### config.mk
export PLATFORM = sky130hd
export DESIGN_NAME = frontend_top
export DESIGN_NICKNAME = d
export VERILOG_FILES = /design/src/rtl/frontend_pkg.sv /design/src/rtl/inst_decoder.sv /design/src/rtl/fetch_buffer.sv /design/src/rtl/issue_arbiter.sv /design/src/rtl/frontend_top.sv
export SDC_FILE = /design/constraint.sdc
export NUM_CORES = 1
export LEC_CHECK = 0
export BUFFER_PORTS_ARGS = -buffer_cell sky130_fd_sc_hd__buf_2
export CAP_MARGIN = 15
export CORE_ASPECT_RATIO = 0.5
export CORE_MARGIN = 4
export CORE_UTILIZATION = 48
export CTS_CLUSTER_SIZE = 16
export DETAILED_ROUTE_END_ITERATION = 7
export PLACE_DENSITY = 0.8
export SLEW_MARGIN = 20
export SYNTH_ARGS = -nofsm -noshare
export SYNTH_HDL_FRONTEND = slang
export SYNTH_SLANG_ARGS = --single-unit
### constraint.sdc
create_clock -name clk -period 14.2 [get_ports clk]
set_clock_uncertainty 0.2 [all_clocks]
set_input_delay 2.84 -clock clk [delete_from_list [all_inputs] [get_ports clk]]
set_output_delay 2.84 -clock clk [all_outputs]
set_load 0.05 [all_outputs]
### src/rtl/frontend_pkg.sv
`default_nettype none

package frontend_pkg;

    localparam int WORD_W    = 32;
    localparam int ADDR_W    = 32;
    localparam int REG_IDX_W = 5;
    localparam int COUNT_W   = 32;
    localparam int OPCODE_W  = 6;

    typedef logic [WORD_W-1:0]    word_t;
    typedef logic [ADDR_W-1:0]    addr_t;
    typedef logic [REG_IDX_W-1:0] reg_idx_t;
    typedef logic [COUNT_W-1:0]   count_t;
    typedef logic [OPCODE_W-1:0]  opcode_t;

    // primary opcode field, inst[31:26]
    localparam opcode_t OP_SPECIAL = 6'h00;
    localparam opcode_t OP_J       = 6'h02;
    localparam opcode_t OP_JAL     = 6'h03;
    localparam opcode_t OP_BEQ     = 6'h04;
    localparam opcode_t OP_BNE     = 6'h05;
    localparam opcode_t OP_LW      = 6'h23;
    localparam opcode_t OP_SW      = 6'h2b;
    localparam logic [2:0] OP_IMM_GRP = 3'b001; // addi .. lui share the top bits

    localparam opcode_t FUNCT_JR = 6'h08; // funct field under SPECIAL

    localparam reg_idx_t REG_ZERO = 5'd0;
    localparam reg_idx_t REG_RA   = 5'd31; // jal link

    typedef struct packed {
        logic  ok1;
        addr_t addr1;
        word_t inst1;
        logic  ok2;
        addr_t addr2;
        word_t inst2;
    } fetch_pair_t;

    typedef struct packed {
        logic  valid;
        addr_t addr;
        word_t inst;
    } slot_t;

    typedef struct packed {
        logic     writes_reg;
        reg_idx_t dst;
        reg_idx_t src_a;
        reg_idx_t src_b;
        logic     is_branch;
        logic     is_mem;
    } dec_info_t;

    typedef struct packed {
        slot_t master;
        slot_t slave;
        logic  master_in_delay_slot;
    } issue_t;

endpackage

`default_nettype wire

### src/rtl/inst_decoder.sv
`timescale 1ns/1ps
`default_nettype none

module inst_decoder (
    input  frontend_pkg::slot_t     slot,
    output frontend_pkg::dec_info_t info
);

    frontend_pkg::opcode_t  op;
    frontend_pkg::opcode_t  funct;
    frontend_pkg::reg_idx_t rs;
    frontend_pkg::reg_idx_t rt;
    frontend_pkg::reg_idx_t rd;

    logic is_rtype;
    logic is_jr;
    logic is_alu_imm;
    logic is_load;
    logic is_store;
    logic is_cond_br;
    logic is_j;
    logic is_jal;

    assign op    = slot.inst[31:26];
    assign rs    = slot.inst[25:21];
    assign rt    = slot.inst[20:16];
    assign rd    = slot.inst[15:11];
    assign funct = slot.inst[5:0];

    assign is_rtype   = (op == frontend_pkg::OP_SPECIAL);
    assign is_jr      = is_rtype && (funct == frontend_pkg::FUNCT_JR);
    assign is_alu_imm = (op[5:3] == frontend_pkg::OP_IMM_GRP);
    assign is_load    = (op == frontend_pkg::OP_LW);
    assign is_store   = (op == frontend_pkg::OP_SW);
    assign is_cond_br = (op == frontend_pkg::OP_BEQ) || (op == frontend_pkg::OP_BNE);
    assign is_j       = (op == frontend_pkg::OP_J);
    assign is_jal     = (op == frontend_pkg::OP_JAL);

    // unused sources stay 0 so they never match a destination
    always_comb begin
        info = '0;
        if (slot.valid) begin
            if (is_rtype) begin
                info.writes_reg = !is_jr;
                info.dst        = rd;
                info.src_a      = rs;
                info.src_b      = rt;
                info.is_branch  = is_jr;
            end else if (is_alu_imm) begin
                info.writes_reg = 1'b1;
                info.dst        = rt;
                info.src_a      = rs;
            end else if (is_load) begin
                info.writes_reg = 1'b1;
                info.dst        = rt;
                info.src_a      = rs; // base
                info.is_mem     = 1'b1;
            end else if (is_store) begin
                info.src_a  = rs;
                info.src_b  = rt; // store data
                info.is_mem = 1'b1;
            end else if (is_cond_br) begin
                info.src_a     = rs;
                info.src_b     = rt;
                info.is_branch = 1'b1;
            end else if (is_j) begin
                info.is_branch = 1'b1;
            end else if (is_jal) begin
                info.writes_reg = 1'b1;
                info.dst        = frontend_pkg::REG_RA;
                info.is_branch  = 1'b1;
            end
        end
    end

endmodule

`default_nettype wire

### src/rtl/fetch_buffer.sv
`timescale 1ns/1ps
`default_nettype none

module fetch_buffer (
    input  logic                      clk,
    input  logic                      rst,
    input  logic                      flush,

    input  logic                      fetch_valid,
    output logic                      fetch_ready,
    input  frontend_pkg::fetch_pair_t fetch_pair,

    input  logic                      master_issue,
    input  logic                      slave_issue,
    input  logic                      master_is_branch,

    output frontend_pkg::slot_t       master_slot,
    output frontend_pkg::slot_t       slave_slot,
    output logic                      master_in_delay_slot
);

    frontend_pkg::fetch_pair_t pair_q;
    frontend_pkg::slot_t       left_q;   // slave left behind by a lone master
    logic                      dly_q;

    logic pair_done;
    logic left_fill;
    logic left_drain;
    logic left_next_valid;
    logic pair_load;

    // leftover first as it is older than the stored pair
    always_comb begin
        if (left_q.valid) begin
            master_slot = left_q;
            slave_slot  = '0;
        end else begin
            master_slot = '{valid: pair_q.ok1, addr: pair_q.addr1, inst: pair_q.inst1};
            slave_slot  = '{valid: pair_q.ok2, addr: pair_q.addr2, inst: pair_q.inst2};
        end
    end

    // an orphan slave (ok2 without ok1) can never issue and is dropped
    assign pair_done = !pair_q.ok1 || (master_issue && !left_q.valid);

    assign left_fill  = !left_q.valid && master_issue && pair_q.ok2 && !slave_issue;
    assign left_drain = left_q.valid && master_issue;

    assign left_next_valid = left_fill || (left_q.valid && !left_drain);

    assign fetch_ready = pair_done && !left_next_valid;
    assign pair_load   = fetch_valid && fetch_ready;

    always_ff @(posedge clk) begin
        if (rst || flush) begin
            pair_q.ok1 <= 1'b0;
            pair_q.ok2 <= 1'b0;
        end else if (pair_load) begin
            pair_q <= fetch_pair;
        end else if (pair_done) begin
            pair_q.ok1 <= 1'b0; // slave may live on in left_q
            pair_q.ok2 <= 1'b0;
        end
    end

    always_ff @(posedge clk) begin
        if (rst || flush) begin
            left_q.valid <= 1'b0;
        end else if (left_fill) begin
            left_q <= slave_slot;
        end else if (left_drain) begin
            left_q.valid <= 1'b0;
        end
    end

    // branch issued alone puts the next master in its delay slot
    always_ff @(posedge clk) begin
        if (rst || flush) begin
            dly_q <= 1'b0;
        end else if (master_issue) begin
            dly_q <= master_is_branch && !slave_issue;
        end
    end

    assign master_in_delay_slot = dly_q;

    // full leftover implies the stored pair is spent and cannot refill it
    a_left_alone: assert property (@(posedge clk) disable iff (rst)
        left_q.valid |-> !pair_q.ok1 && !pair_q.ok2)
        else $error("stored pair waiting behind a full leftover slot");

    a_slave_needs_master: assert property (@(posedge clk) disable iff (rst)
        slave_issue |-> master_issue)
        else $error("slave issued without its master");

endmodule

`default_nettype wire

### src/rtl/issue_arbiter.sv
`timescale 1ns/1ps
`default_nettype none

module issue_arbiter (
    input  logic                    clk,
    input  logic                    rst,
    input  logic                    stall,

    input  frontend_pkg::slot_t     master_slot,
    input  frontend_pkg::slot_t     slave_slot,
    input  frontend_pkg::dec_info_t master_dec,
    input  frontend_pkg::dec_info_t slave_dec,

    output logic                    master_issue,
    output logic                    slave_issue,
    output frontend_pkg::count_t    master_count,
    output frontend_pkg::count_t    slave_count
);

    logic raw_hazard;
    logic mem_conflict;
    logic slave_ok;

    // slave reads what the master writes this cycle
    always_comb begin
        raw_hazard = 1'b0;
        if (master_dec.writes_reg && (master_dec.dst != frontend_pkg::REG_ZERO)) begin
            raw_hazard = (slave_dec.src_a == master_dec.dst) ||
                         (slave_dec.src_b == master_dec.dst);
        end
    end

    assign mem_conflict = master_dec.is_mem && slave_dec.is_mem; // one memory port

    assign slave_ok = slave_slot.valid && !slave_dec.is_branch && !mem_conflict &&
                      !raw_hazard;

    assign master_issue = master_slot.valid && !stall;
    assign slave_issue  = master_issue && slave_ok;

    always_ff @(posedge clk) begin
        if (rst) begin
            master_count <= '0;
        end else if (master_issue) begin
            master_count <= master_count + 1'b1;
        end
    end

    always_ff @(posedge clk) begin
        if (rst) begin
            slave_count <= '0;
        end else if (slave_issue) begin
            slave_count <= slave_count + 1'b1;
        end
    end

    // counters freeze across a stalled cycle
    a_stall_freezes: assert property (@(posedge clk) disable iff (rst)
        stall |=> $stable(master_count) && $stable(slave_count))
        else $error("issue counted during stall");

endmodule

`default_nettype wire

### src/rtl/frontend_top.sv
`timescale 1ns/1ps
`default_nettype none

module frontend_top (
    input  logic                      clk,
    input  logic                      rst,
    input  logic                      flush,
    input  logic                      stall,

    input  logic                      fetch_valid,
    output logic                      fetch_ready,
    input  frontend_pkg::fetch_pair_t fetch_pair,

    output logic                      issue_valid,
    output frontend_pkg::issue_t      issued,
    output frontend_pkg::count_t      master_count,
    output frontend_pkg::count_t      slave_count
);

    frontend_pkg::slot_t     master_slot;
    frontend_pkg::slot_t     slave_slot;
    frontend_pkg::dec_info_t master_dec;
    frontend_pkg::dec_info_t slave_dec;

    logic master_issue;
    logic slave_issue;
    logic in_delay_slot;

    fetch_buffer u_fetch_buffer (
        .clk                  (clk),
        .rst                  (rst),
        .flush                (flush),
        .fetch_valid          (fetch_valid),
        .fetch_ready          (fetch_ready),
        .fetch_pair           (fetch_pair),
        .master_issue         (master_issue),
        .slave_issue          (slave_issue),
        .master_is_branch     (master_dec.is_branch),
        .master_slot          (master_slot),
        .slave_slot           (slave_slot),
        .master_in_delay_slot (in_delay_slot)
    );

    inst_decoder u_dec_master (
        .slot (master_slot),
        .info (master_dec)
    );

    inst_decoder u_dec_slave (
        .slot (slave_slot),
        .info (slave_dec)
    );

    issue_arbiter u_issue_arbiter (
        .clk          (clk),
        .rst          (rst),
        .stall        (stall),
        .master_slot  (master_slot),
        .slave_slot   (slave_slot),
        .master_dec   (master_dec),
        .slave_dec    (slave_dec),
        .master_issue (master_issue),
        .slave_issue  (slave_issue),
        .master_count (master_count),
        .slave_count  (slave_count)
    );

    // only what actually leaves this cycle
    assign issue_valid                 = master_issue;
    assign issued.master               = master_issue ? master_slot : '0;
    assign issued.slave                = slave_issue ? slave_slot : '0;
    assign issued.master_in_delay_slot = master_issue && in_delay_slot;

endmodule

`default_nettype wire

# Word level (Yosys, flattened, before mapping)
# Cells that the tools add are included.
[word_totals]
register_bits = 260
elab_cells = 118
output_inout_bits = 197
[classes]
n_reduce_logical = 41
addsub = 2
n_mux = 44
bitwise_logic = 1
eq_ne = 18
[ops]
columns = ["cell", "n"]
rows = [
  ["$mux W65", 4],
  ["$add A32 B1 Y32 const B", 2],
  ["$mux W10", 4],
  ["$mux W6", 6],
  ["$mux W11", 3],
  ["$eq A6 B2 Y1 const B", 4],
  ["$eq A6 B3 Y1 const B", 4],
  ["$eq A6 B6 Y1 const B", 4],
  ["$mux W1", 20],
  ["$logic_and A1 B1 Y1", 18],
  ["$mux W18", 1],
  ["$mux W17", 1],
  ["$mux W7", 2],
  ["$eq A6 B4 Y1 const B", 2],
  ["$logic_not A6 Y1", 2],
  ["$mux W12", 1],
  ["$eq A5 B5 Y1", 2],
  ["$logic_not A1 Y1", 10],
  ["$mux W5", 2],
  ["$eq A3 B1 Y1 const B", 2],
  ["$logic_or A1 B1 Y1", 6],
  ["$reduce_bool A5 Y1", 1],
  ["$reduce_and A2 Y1", 2],
  ["$reduce_bool A2 Y1", 2],
  ["$not A1 Y1", 1],
]

# Depth between registers and ports, before layout
# Gate-level depths: netlist (run 1).
[logic_depth]
ltp_word = 23
depth_mapped = 16
mapped_depth_nobuf = 10

# By module
# Synthesis (run 1) repeated with hierarchy kept, for this count alone.
[hier_totals]
cells_unflattened = 1004
area_unflattened_um2 = 12270.5
[by_module_without_submodules]
columns = ["module", "instances", "area_each_um2", "seq_area_each_um2", "cells_each"]
rows = [
  ["fetch_buffer", 1, 7235.7, 5845.6, 363],
  ["issue_arbiter", 1, 3183.1, 1281.2, 374],
  ["frontend_top", 1, 958.4, 0.0, 145],
  ["inst_decoder", 2, 446.7, 0.0, 61],
]

# Worst setup path before layout (run 1)
# Ideal clock, no wire load.
[synth_path]
kind = "in2reg"
start = "input port stall"
end = "register u_fetch_buffer.pair_q[0] (netlist bit), enable pin"
setup_ps = 772
path_slack_ps = 495
arrival_ps = 12733
stages = 8
n_path_buf = 0
path_cell_list = "nand2b_1 nor2_1 o41ai_1 nor3_1 inv_1 a31oi_1 a21boi_0 nor3_1"
[synth_via]
elab_chain_cells = 10
[synth_rtl]
columns = ["item", "line", "text"]
rows = [
  ["start, declared", "frontend_top.sv:8", "input logic stall,"],
  ["$logic_not A1 Y1 (*)", "issue_arbiter.sv:38", "assign master_issue = master_slot.valid && !stall;"],
  ["$logic_and A1 B1 Y1 (*)", "issue_arbiter.sv:38", ""],
  ["$logic_and A1 B1 Y1 (on tied branches)", "-", ""],
  ["$logic_and A1 B1 Y1, or another cell as far along", "fetch_buffer.sv:46", "assign left_fill = !left_q.valid && master_issue && pair_q.ok2 && !slave_issue;"],
  ["$logic_and A1 B1 Y1 (on tied branches)", "fetch_buffer.sv:46, fetch_buffer.sv:49", ""],
  ["$logic_or A1 B1 Y1", "fetch_buffer.sv:49", "assign left_next_valid = left_fill || (left_q.valid && !left_drain);"],
  ["$logic_not A1 Y1", "fetch_buffer.sv:51", "assign fetch_ready = pair_done && !left_next_valid;"],
  ["$logic_and A1 B1 Y1 (*)", "fetch_buffer.sv:51", ""],
  ["$logic_and A1 B1 Y1 (*)", "fetch_buffer.sv:52", "assign pair_load = fetch_valid && fetch_ready;"],
  ["$reduce_and A2 Y1 (no line) (*)", "-", ""],
  ["end signal, assigned", "fetch_buffer.sv:59", "pair_q <= fetch_pair;"],
  ["end, declared", "fetch_buffer.sv:22", "frontend_pkg::fetch_pair_t pair_q;"],
]
# Every way passes the cells marked *; elsewhere a longest branch is shown, timed or not.
# A chain may end at the register's enable or synchronous reset.

==> results.toml, run 1 <==
[status]
run_status = "completed"

[synthesis]
mappedNetlistNets = 1175
seq_area_frac_synth_pct = 60.03
number_of_flops_mapped_to_enable_cells_by_yosys = 192
synthesis.instances = 1038
synth_ff_type = "sky130_fd_sc_hd__edfxtp_1"
asyncSetResetFlopFracSynth_pct = 0
yosys_cell_types = 61
syn_avg_cell_area_um2 = 11.44
synth.yosys.warnings = 0
yosys_register_bits = 260
synth_area_um2 = 11870

[cts]
cts.repair.resized = 0
cts.path.max_buffers = 3
tritoncts = "yes"
cts_sinks = 260
count_of_buffers_added_by_post_cts_timing_repair_for_setup = 0
tritoncts.num_buffers = 23
clock_insertion_delay_worst_skew_ns = 0.54
cts.hold.buffers_added = 0
cts_clock_pin_slew_for_the_worst_setup_and_hold_paths_ns = 0.07
htree_num_levels = 1
clk_root_buffer_cell = "sky130_fd_sc_hd__clkbuf_16"

[route]
postRouteAntennaNets = 0
vias_per_cell = 5.551
wire_per_inst_um = 19.56
routed_wl_mm = 33.14
number_of_vias_after_detailed_routing = 9403
drc_errors = 0
drt_iter0_markers = 802
first_pass_iters = 5

[global_route]
grt_use_total_pct = 22.90
grt_max_degree = 90
grt_antenna_before_repair = 7
grt_pass1_wl_mm = 50.47
overall_overflow_remaining_after_global_route = 0
first_global_vias = 9212

[worst_setup_path]
path_max_fanout = 89
end_kind = "output pin"
criticalPathCategory = "reg -> out"
worstRegToRegCells = 13
worst-endpoint-arrival_ns = 5.61
worst_setup_path_start_kind = "flop"
cp.required_ns = 11.16

[power]
totalPowerFinal_uw = 1558
power.ir.vdd_worst_mv = 0.08674
p_leak_uw = 0.005990
pwr_density_cell_nw_per_um2 = 106.9

[timing]
max_slew_headroom_at_the_worst_pin_pct = 26.23
final_number_of_hold_violating_endpoints = 0
finalMaxSlewViolations = 0
fin_crit_ns = 8.653
final-setup-viol-count = 0
fin_crit_sh_pct = 60.93
hold-worst-slack_ns = 0.2743
tns_ns = 0
rsz_0062_raised_after_global_routing = "no"
timing.fmax_ghz = 0.1156
tightestPinTransition_ns = 1.106

[die]
std_cell_rows = 40
io_pins = 332
die-height_um = 119.2
start_util_pct = 49.11
fp.dieArea_um2 = 27470
dieWidth_um = 230.4
core_area_um2 = 24170

[place]
post_dp_cell_area_um2 = 13770
globalplace.congestion = 0.9256
port_buffers = 331
placedCellCount = 1649
hpwl_mm = 22.98

[cells_and_area]
mostFrequentLayoutCells = "sky130_fd_sc_hd__buf_2, sky130_fd_sc_hd__edfxtp_1, sky130_fd_sc_hd__nor2_1, sky130_fd_sc_hd__and3_1, sky130_fd_sc_hd__nor2b_1"
layoutNonFillerInstCount = 1694
finalNetCount = 1476
final_cell_area_um2 = 14580
layout.cells.most_common = "sky130_fd_sc_hd__buf_2"
layout-drive-gt1-share_pct = 30.16
flow.area_growth_from_synthesis_pct = 22.82

[hold_path]
holdCritPathClass = "reg -> reg"
hold_path_depth = 2

[flow_run]
drv.max_cap_violation_count = 0
[report_power, final]
group	switching (uW)	internal, uW
clock network	285	381
logic	38.0	23.1
registers	5.05	826
[cells by family after synthesis]
kind of cell	Yosys count	share of synthesized area, %
AO/OA/AOI/OAI	111	6.240
multiplexers	76	6.566
XOR/XNOR	32	2.361
flip-flops	260	60.03
AND/OR/NAND/NOR	476	21.70
buffers and inverters	81	2.888
adder cells (fa/ha/maj)	2	0.2108
[worst paths after layout]
kind	from	end	slack [ns]
setup / recovery	u_fetch_buffer.left_q[64]	issued[65]	5.55
setup reg to reg	u_fetch_buffer.left_q[64]	u_fetch_buffer.pair_q[63]	7.37
hold / removal	u_fetch_buffer.master_in_delay_slot	u_fetch_buffer.master_in_delay_slot	0.27
hold reg to reg	u_fetch_buffer.master_in_delay_slot	u_fetch_buffer.master_in_delay_slot	0.27
[worst max-delay path, cell delays in order (launching register included)]
cell and delay, ns:
sky130_fd_sc_hd__dfxtp_4 1.02, sky130_fd_sc_hd__or3b_1 0.44, sky130_fd_sc_hd__a222oi_1 0.51, sky130_fd_sc_hd__clkbuf_2 0.28
sky130_fd_sc_hd__a21oi_2 0.09, sky130_fd_sc_hd__a21oi_1 0.37, sky130_fd_sc_hd__nand4b_1 0.15, sky130_fd_sc_hd__nand3_1 0.13
sky130_fd_sc_hd__nand3_2 0.84, sky130_fd_sc_hd__nand2_1 0.77, sky130_fd_sc_hd__inv_1 0.17, sky130_fd_sc_hd__buf_2 0.26
[state kept, by name, indices dropped and copies added (netlist names)]
register	count
u_fetch_buffer.pair_q	130
u_fetch_buffer.left_q	65
u_issue_arbiter.master_count	32
u_issue_arbiter.slave_count	32
u_fetch_buffer.master_in_delay_slot	1
[cells in the mapped netlist (4+ instances only)]
cell type | number | area share [%]
sky130_fd_sc_hd__or2_2 | 5 | 0.26
sky130_fd_sc_hd__nor4_1 | 10 | 0.53
sky130_fd_sc_hd__nand4b_1 | 4 | 0.30
sky130_fd_sc_hd__a32o_1 | 4 | 0.34
sky130_fd_sc_hd__mux2_2 | 15 | 1.4
sky130_fd_sc_hd__xor2_1 | 21 | 1.5
sky130_fd_sc_hd__inv_1 | 15 | 0.47
sky130_fd_sc_hd__a21oi_1 | 39 | 1.6
sky130_fd_sc_hd__nand4_1 | 17 | 0.90
sky130_fd_sc_hd__and2_1 | 10 | 0.53
sky130_fd_sc_hd__xnor2_1 | 11 | 0.81
sky130_fd_sc_hd__nor2b_1 | 68 | 3.6
sky130_fd_sc_hd__nand2b_1 | 10 | 0.53
sky130_fd_sc_hd__buf_2 | 10 | 0.42
sky130_fd_sc_hd__buf_1 | 7 | 0.22
sky130_fd_sc_hd__nand3_1 | 29 | 1.2
sky130_fd_sc_hd__edfxtp_1 | 192 | 49
sky130_fd_sc_hd__mux2i_1 | 61 | 5.1
sky130_fd_sc_hd__nor2_1 | 131 | 4.1
sky130_fd_sc_hd__nand2_1 | 48 | 1.5
sky130_fd_sc_hd__o21ai_0 | 13 | 0.55
sky130_fd_sc_hd__o31ai_1 | 23 | 1.5
sky130_fd_sc_hd__o21a_1 | 4 | 0.25
sky130_fd_sc_hd__and4_1 | 8 | 0.59
sky130_fd_sc_hd__nor3_1 | 14 | 0.59
sky130_fd_sc_hd__clkbuf_1 | 44 | 1.4
sky130_fd_sc_hd__or3_1 | 6 | 0.32
sky130_fd_sc_hd__and3_1 | 74 | 3.9
sky130_fd_sc_hd__dfxtp_1 | 68 | 11
sky130_fd_sc_hd__or4_1 | 26 | 1.6
[metrics by stage]
stage / setup WS, ns / util [%]
6_report: 5.547 / 60.32
3_5_place_dp: 5.668 / 56.97
2_1_floorplan: 0.4949 / -
5_1_grt: 5.150 / 60.32
3_3_place_gp: 5.799 / 56.97
4_1_cts: 5.183 / 60.27
[metal layers]
| layer | GRT usage [%] | share of wire, % | wire (um) |
|---|---|---|---|
| met5 | 0 | 0.17 | 57 |
| met1 | 28.78 | 39 | 13060 |
| met2 | 40.74 | 52 | 17090 |
| met4 | 6.717 | 3.0 | 986 |
| met3 | 4.039 | 5.9 | 1941 |
[area by class of cell]
class | count | area, um^2
Sequential cell | 260 | 7131
Fill cell | 1937 | 9593
Clock inverter | 11 | 143.9
Timing Repair Buffer | 341 | 1729
Multi-Input combinational cell | 697 | 4436
Antenna cell | 2 | 5.005
Inverter | 16 | 60.06
Tap cell | 336 | 420.4
Clock buffer | 31 | 655.6
(Power assumes the default switching activity.)
==> run 2, diff against run 1 <==
clock period = 7.3 ns   (was 14.2 ns; I/O delays follow)
==> results.toml, run 2 (synthesized netlist as in run 1, its figures left out) <==
[route]
vias_per_cell = 5.490
number_of_vias_after_detailed_routing = 9327
drt_iter0_markers = 828
routed_wl_mm = 32.02
wire_per_inst_um = 18.85
first_pass_iters = 5
drc_errors = 0
postRouteAntennaNets = 0

[cells_and_area]
finalNetCount = 1480
mostFrequentLayoutCells = "sky130_fd_sc_hd__buf_2, sky130_fd_sc_hd__edfxtp_1, sky130_fd_sc_hd__nor2_1, sky130_fd_sc_hd__and3_1, sky130_fd_sc_hd__nor2b_1"
layout-drive-gt1-share_pct = 30.15
flow.area_growth_from_synthesis_pct = 23.24
largest_register = "u_fetch_buffer.pair_q"
largest_register_ffs = 130
final_cell_area_um2 = 14630
layout.cells.most_common = "sky130_fd_sc_hd__buf_2"
largest_registers = "u_fetch_buffer.pair_q: 130 flops, u_fetch_buffer.left_q: 65 flops"

[cts]
count_of_buffers_added_by_post_cts_timing_repair_for_setup = 0
cts.repair.resized = 0
cts.hold.buffers_added = 0
cts_clock_pin_slew_for_the_worst_setup_and_hold_paths_ns = 0.06
tritoncts.num_buffers = 24
cts.path.max_buffers = 3
clock_insertion_delay_worst_skew_ns = 0.53
clk_root_buffer_cell = "sky130_fd_sc_hd__clkbuf_16"
htree_num_levels = 1
tritoncts = "yes"
cts_sinks = 260

[worst_setup_path]
worst-endpoint-arrival_ns = 4.80
end_kind = "output pin"
criticalPathCategory = "reg -> out"
worst_setup_path_start_kind = "flop"
path_max_fanout = 45
reg2reg_slack_ns = 1.88
cp.required_ns = 5.64

[die]
io_pins = 332
die-height_um = 119.2
start_util_pct = 49.11
fp.dieArea_um2 = 27470
dieWidth_um = 230.4
core_area_um2 = 24170
std_cell_rows = 40

[timing]
hold-worst-slack_ns = 0.2530
final_number_of_hold_violating_endpoints = 0
fin_crit_ns = 6.459
fin_crit_sh_pct = 88.48
final-setup-viol-count = 0
tightestPinTransition_ns = 0.9031
max_slew_headroom_at_the_worst_pin_pct = 39.79
fin_ws_ns = 0.8412
rsz_0062_raised_after_global_routing = "no"
finalMaxSlewViolations = 0
tns_ns = 0
timing.fmax_ghz = 0.1548

[power]
power.ir.vdd_worst_mv = 0.1581
p_leak_uw = 0.006006
pwr_density_cell_nw_per_um2 = 206.1

[place]
hpwl_mm = 22.40
placement.setup.worst_slack_ns = 1.421
globalplace.congestion = 0.9120
port_buffers = 331
post_dp_cell_area_um2 = 13830

[status]
run_status = "completed"

[flow_run]
drv.max_cap_violation_count = 0

[global_route]
grt_max_degree = 80
overall_overflow_remaining_after_global_route = 0
grt_antenna_before_repair = 3
grt_use_total_pct = 22.30
grt_pass1_wl_mm = 49.63
first_global_vias = 9147

[hold_path]
holdCritPathClass = "reg -> reg"
==> run 2: changes by cell type in the layout (fill, tap and decap cells not counted), sizes merged <==
cell | previous run | this run
clkinv | 7 | 10
diode | 2 | 3
buf | 340 | 344
clkbuf | 32 | 30
clkinvlp | 1 | 0
==> run 2: final timing paths <==
kind / start / endpoint / cells past startpoint
worst max register to register: u_fetch_buffer.left_q[64] / u_fetch_buffer.pair_q[39] / 12
worst min register to register: u_fetch_buffer.master_in_delay_slot / u_fetch_buffer.master_in_delay_slot / 2
worst max-delay path: u_fetch_buffer.left_q[64] / issued[30] / 10
worst min-delay path: u_fetch_buffer.master_in_delay_slot / u_fetch_buffer.master_in_delay_slot / 2
==> run 2: stage by stage <==
stage	total power [uW]	cells	utilization [%]
floorplan	1708	1038	-
global placement	1762	1653	57.21
detailed placement	1766	1653	57.21
CTS	3039	1696	60.49
global route	3113	1699	60.52
finish	3015	1699	60.52
==> run 2: routing by layer <==
layer / global-route usage (%) / routed length [um]
met1: 28.40 / 13120
met4: 6.189 / 833
met5: 0 / 0
met2: 39.50 / 16390
met3: 3.824 / 1678
==> run 2: critical path, stage by stage (launching register included) <==
cell and delay [ns]:
sky130_fd_sc_hd__dfxtp_4 0.69, sky130_fd_sc_hd__or3b_1 0.42, sky130_fd_sc_hd__a22oi_1 0.41, sky130_fd_sc_hd__o21ai_0 0.28, sky130_fd_sc_hd__a21oi_1 0.35, sky130_fd_sc_hd__nor4_1 0.10
sky130_fd_sc_hd__a41o_1 0.26, sky130_fd_sc_hd__a31oi_4 0.62, sky130_fd_sc_hd__nand2_1 0.51, sky130_fd_sc_hd__nor2_1 0.31, sky130_fd_sc_hd__buf_2 0.31
==> run 2: layout make-up <==
cell class | count | area [um^2]
Multi-Input combinational cell | 697 | 4451
Clock inverter | 13 | 150.1
Tap cell | 336 | 420.4
Fill cell | 1955 | 9543
Antenna cell | 3 | 7.507
Sequential cell | 260 | 7131
Timing Repair Buffer | 344 | 1767
Clock buffer | 30 | 644.4
Inverter | 16 | 60.06
==> run 2: power breakdown <==
part	leakage (uW)	total (uW)	internal, uW	switching (uW)
clock	0.000393	1280	735	546
sequential	0.00230	1620	1610	8.95
combinational	0.00331	118	45.0	73.4
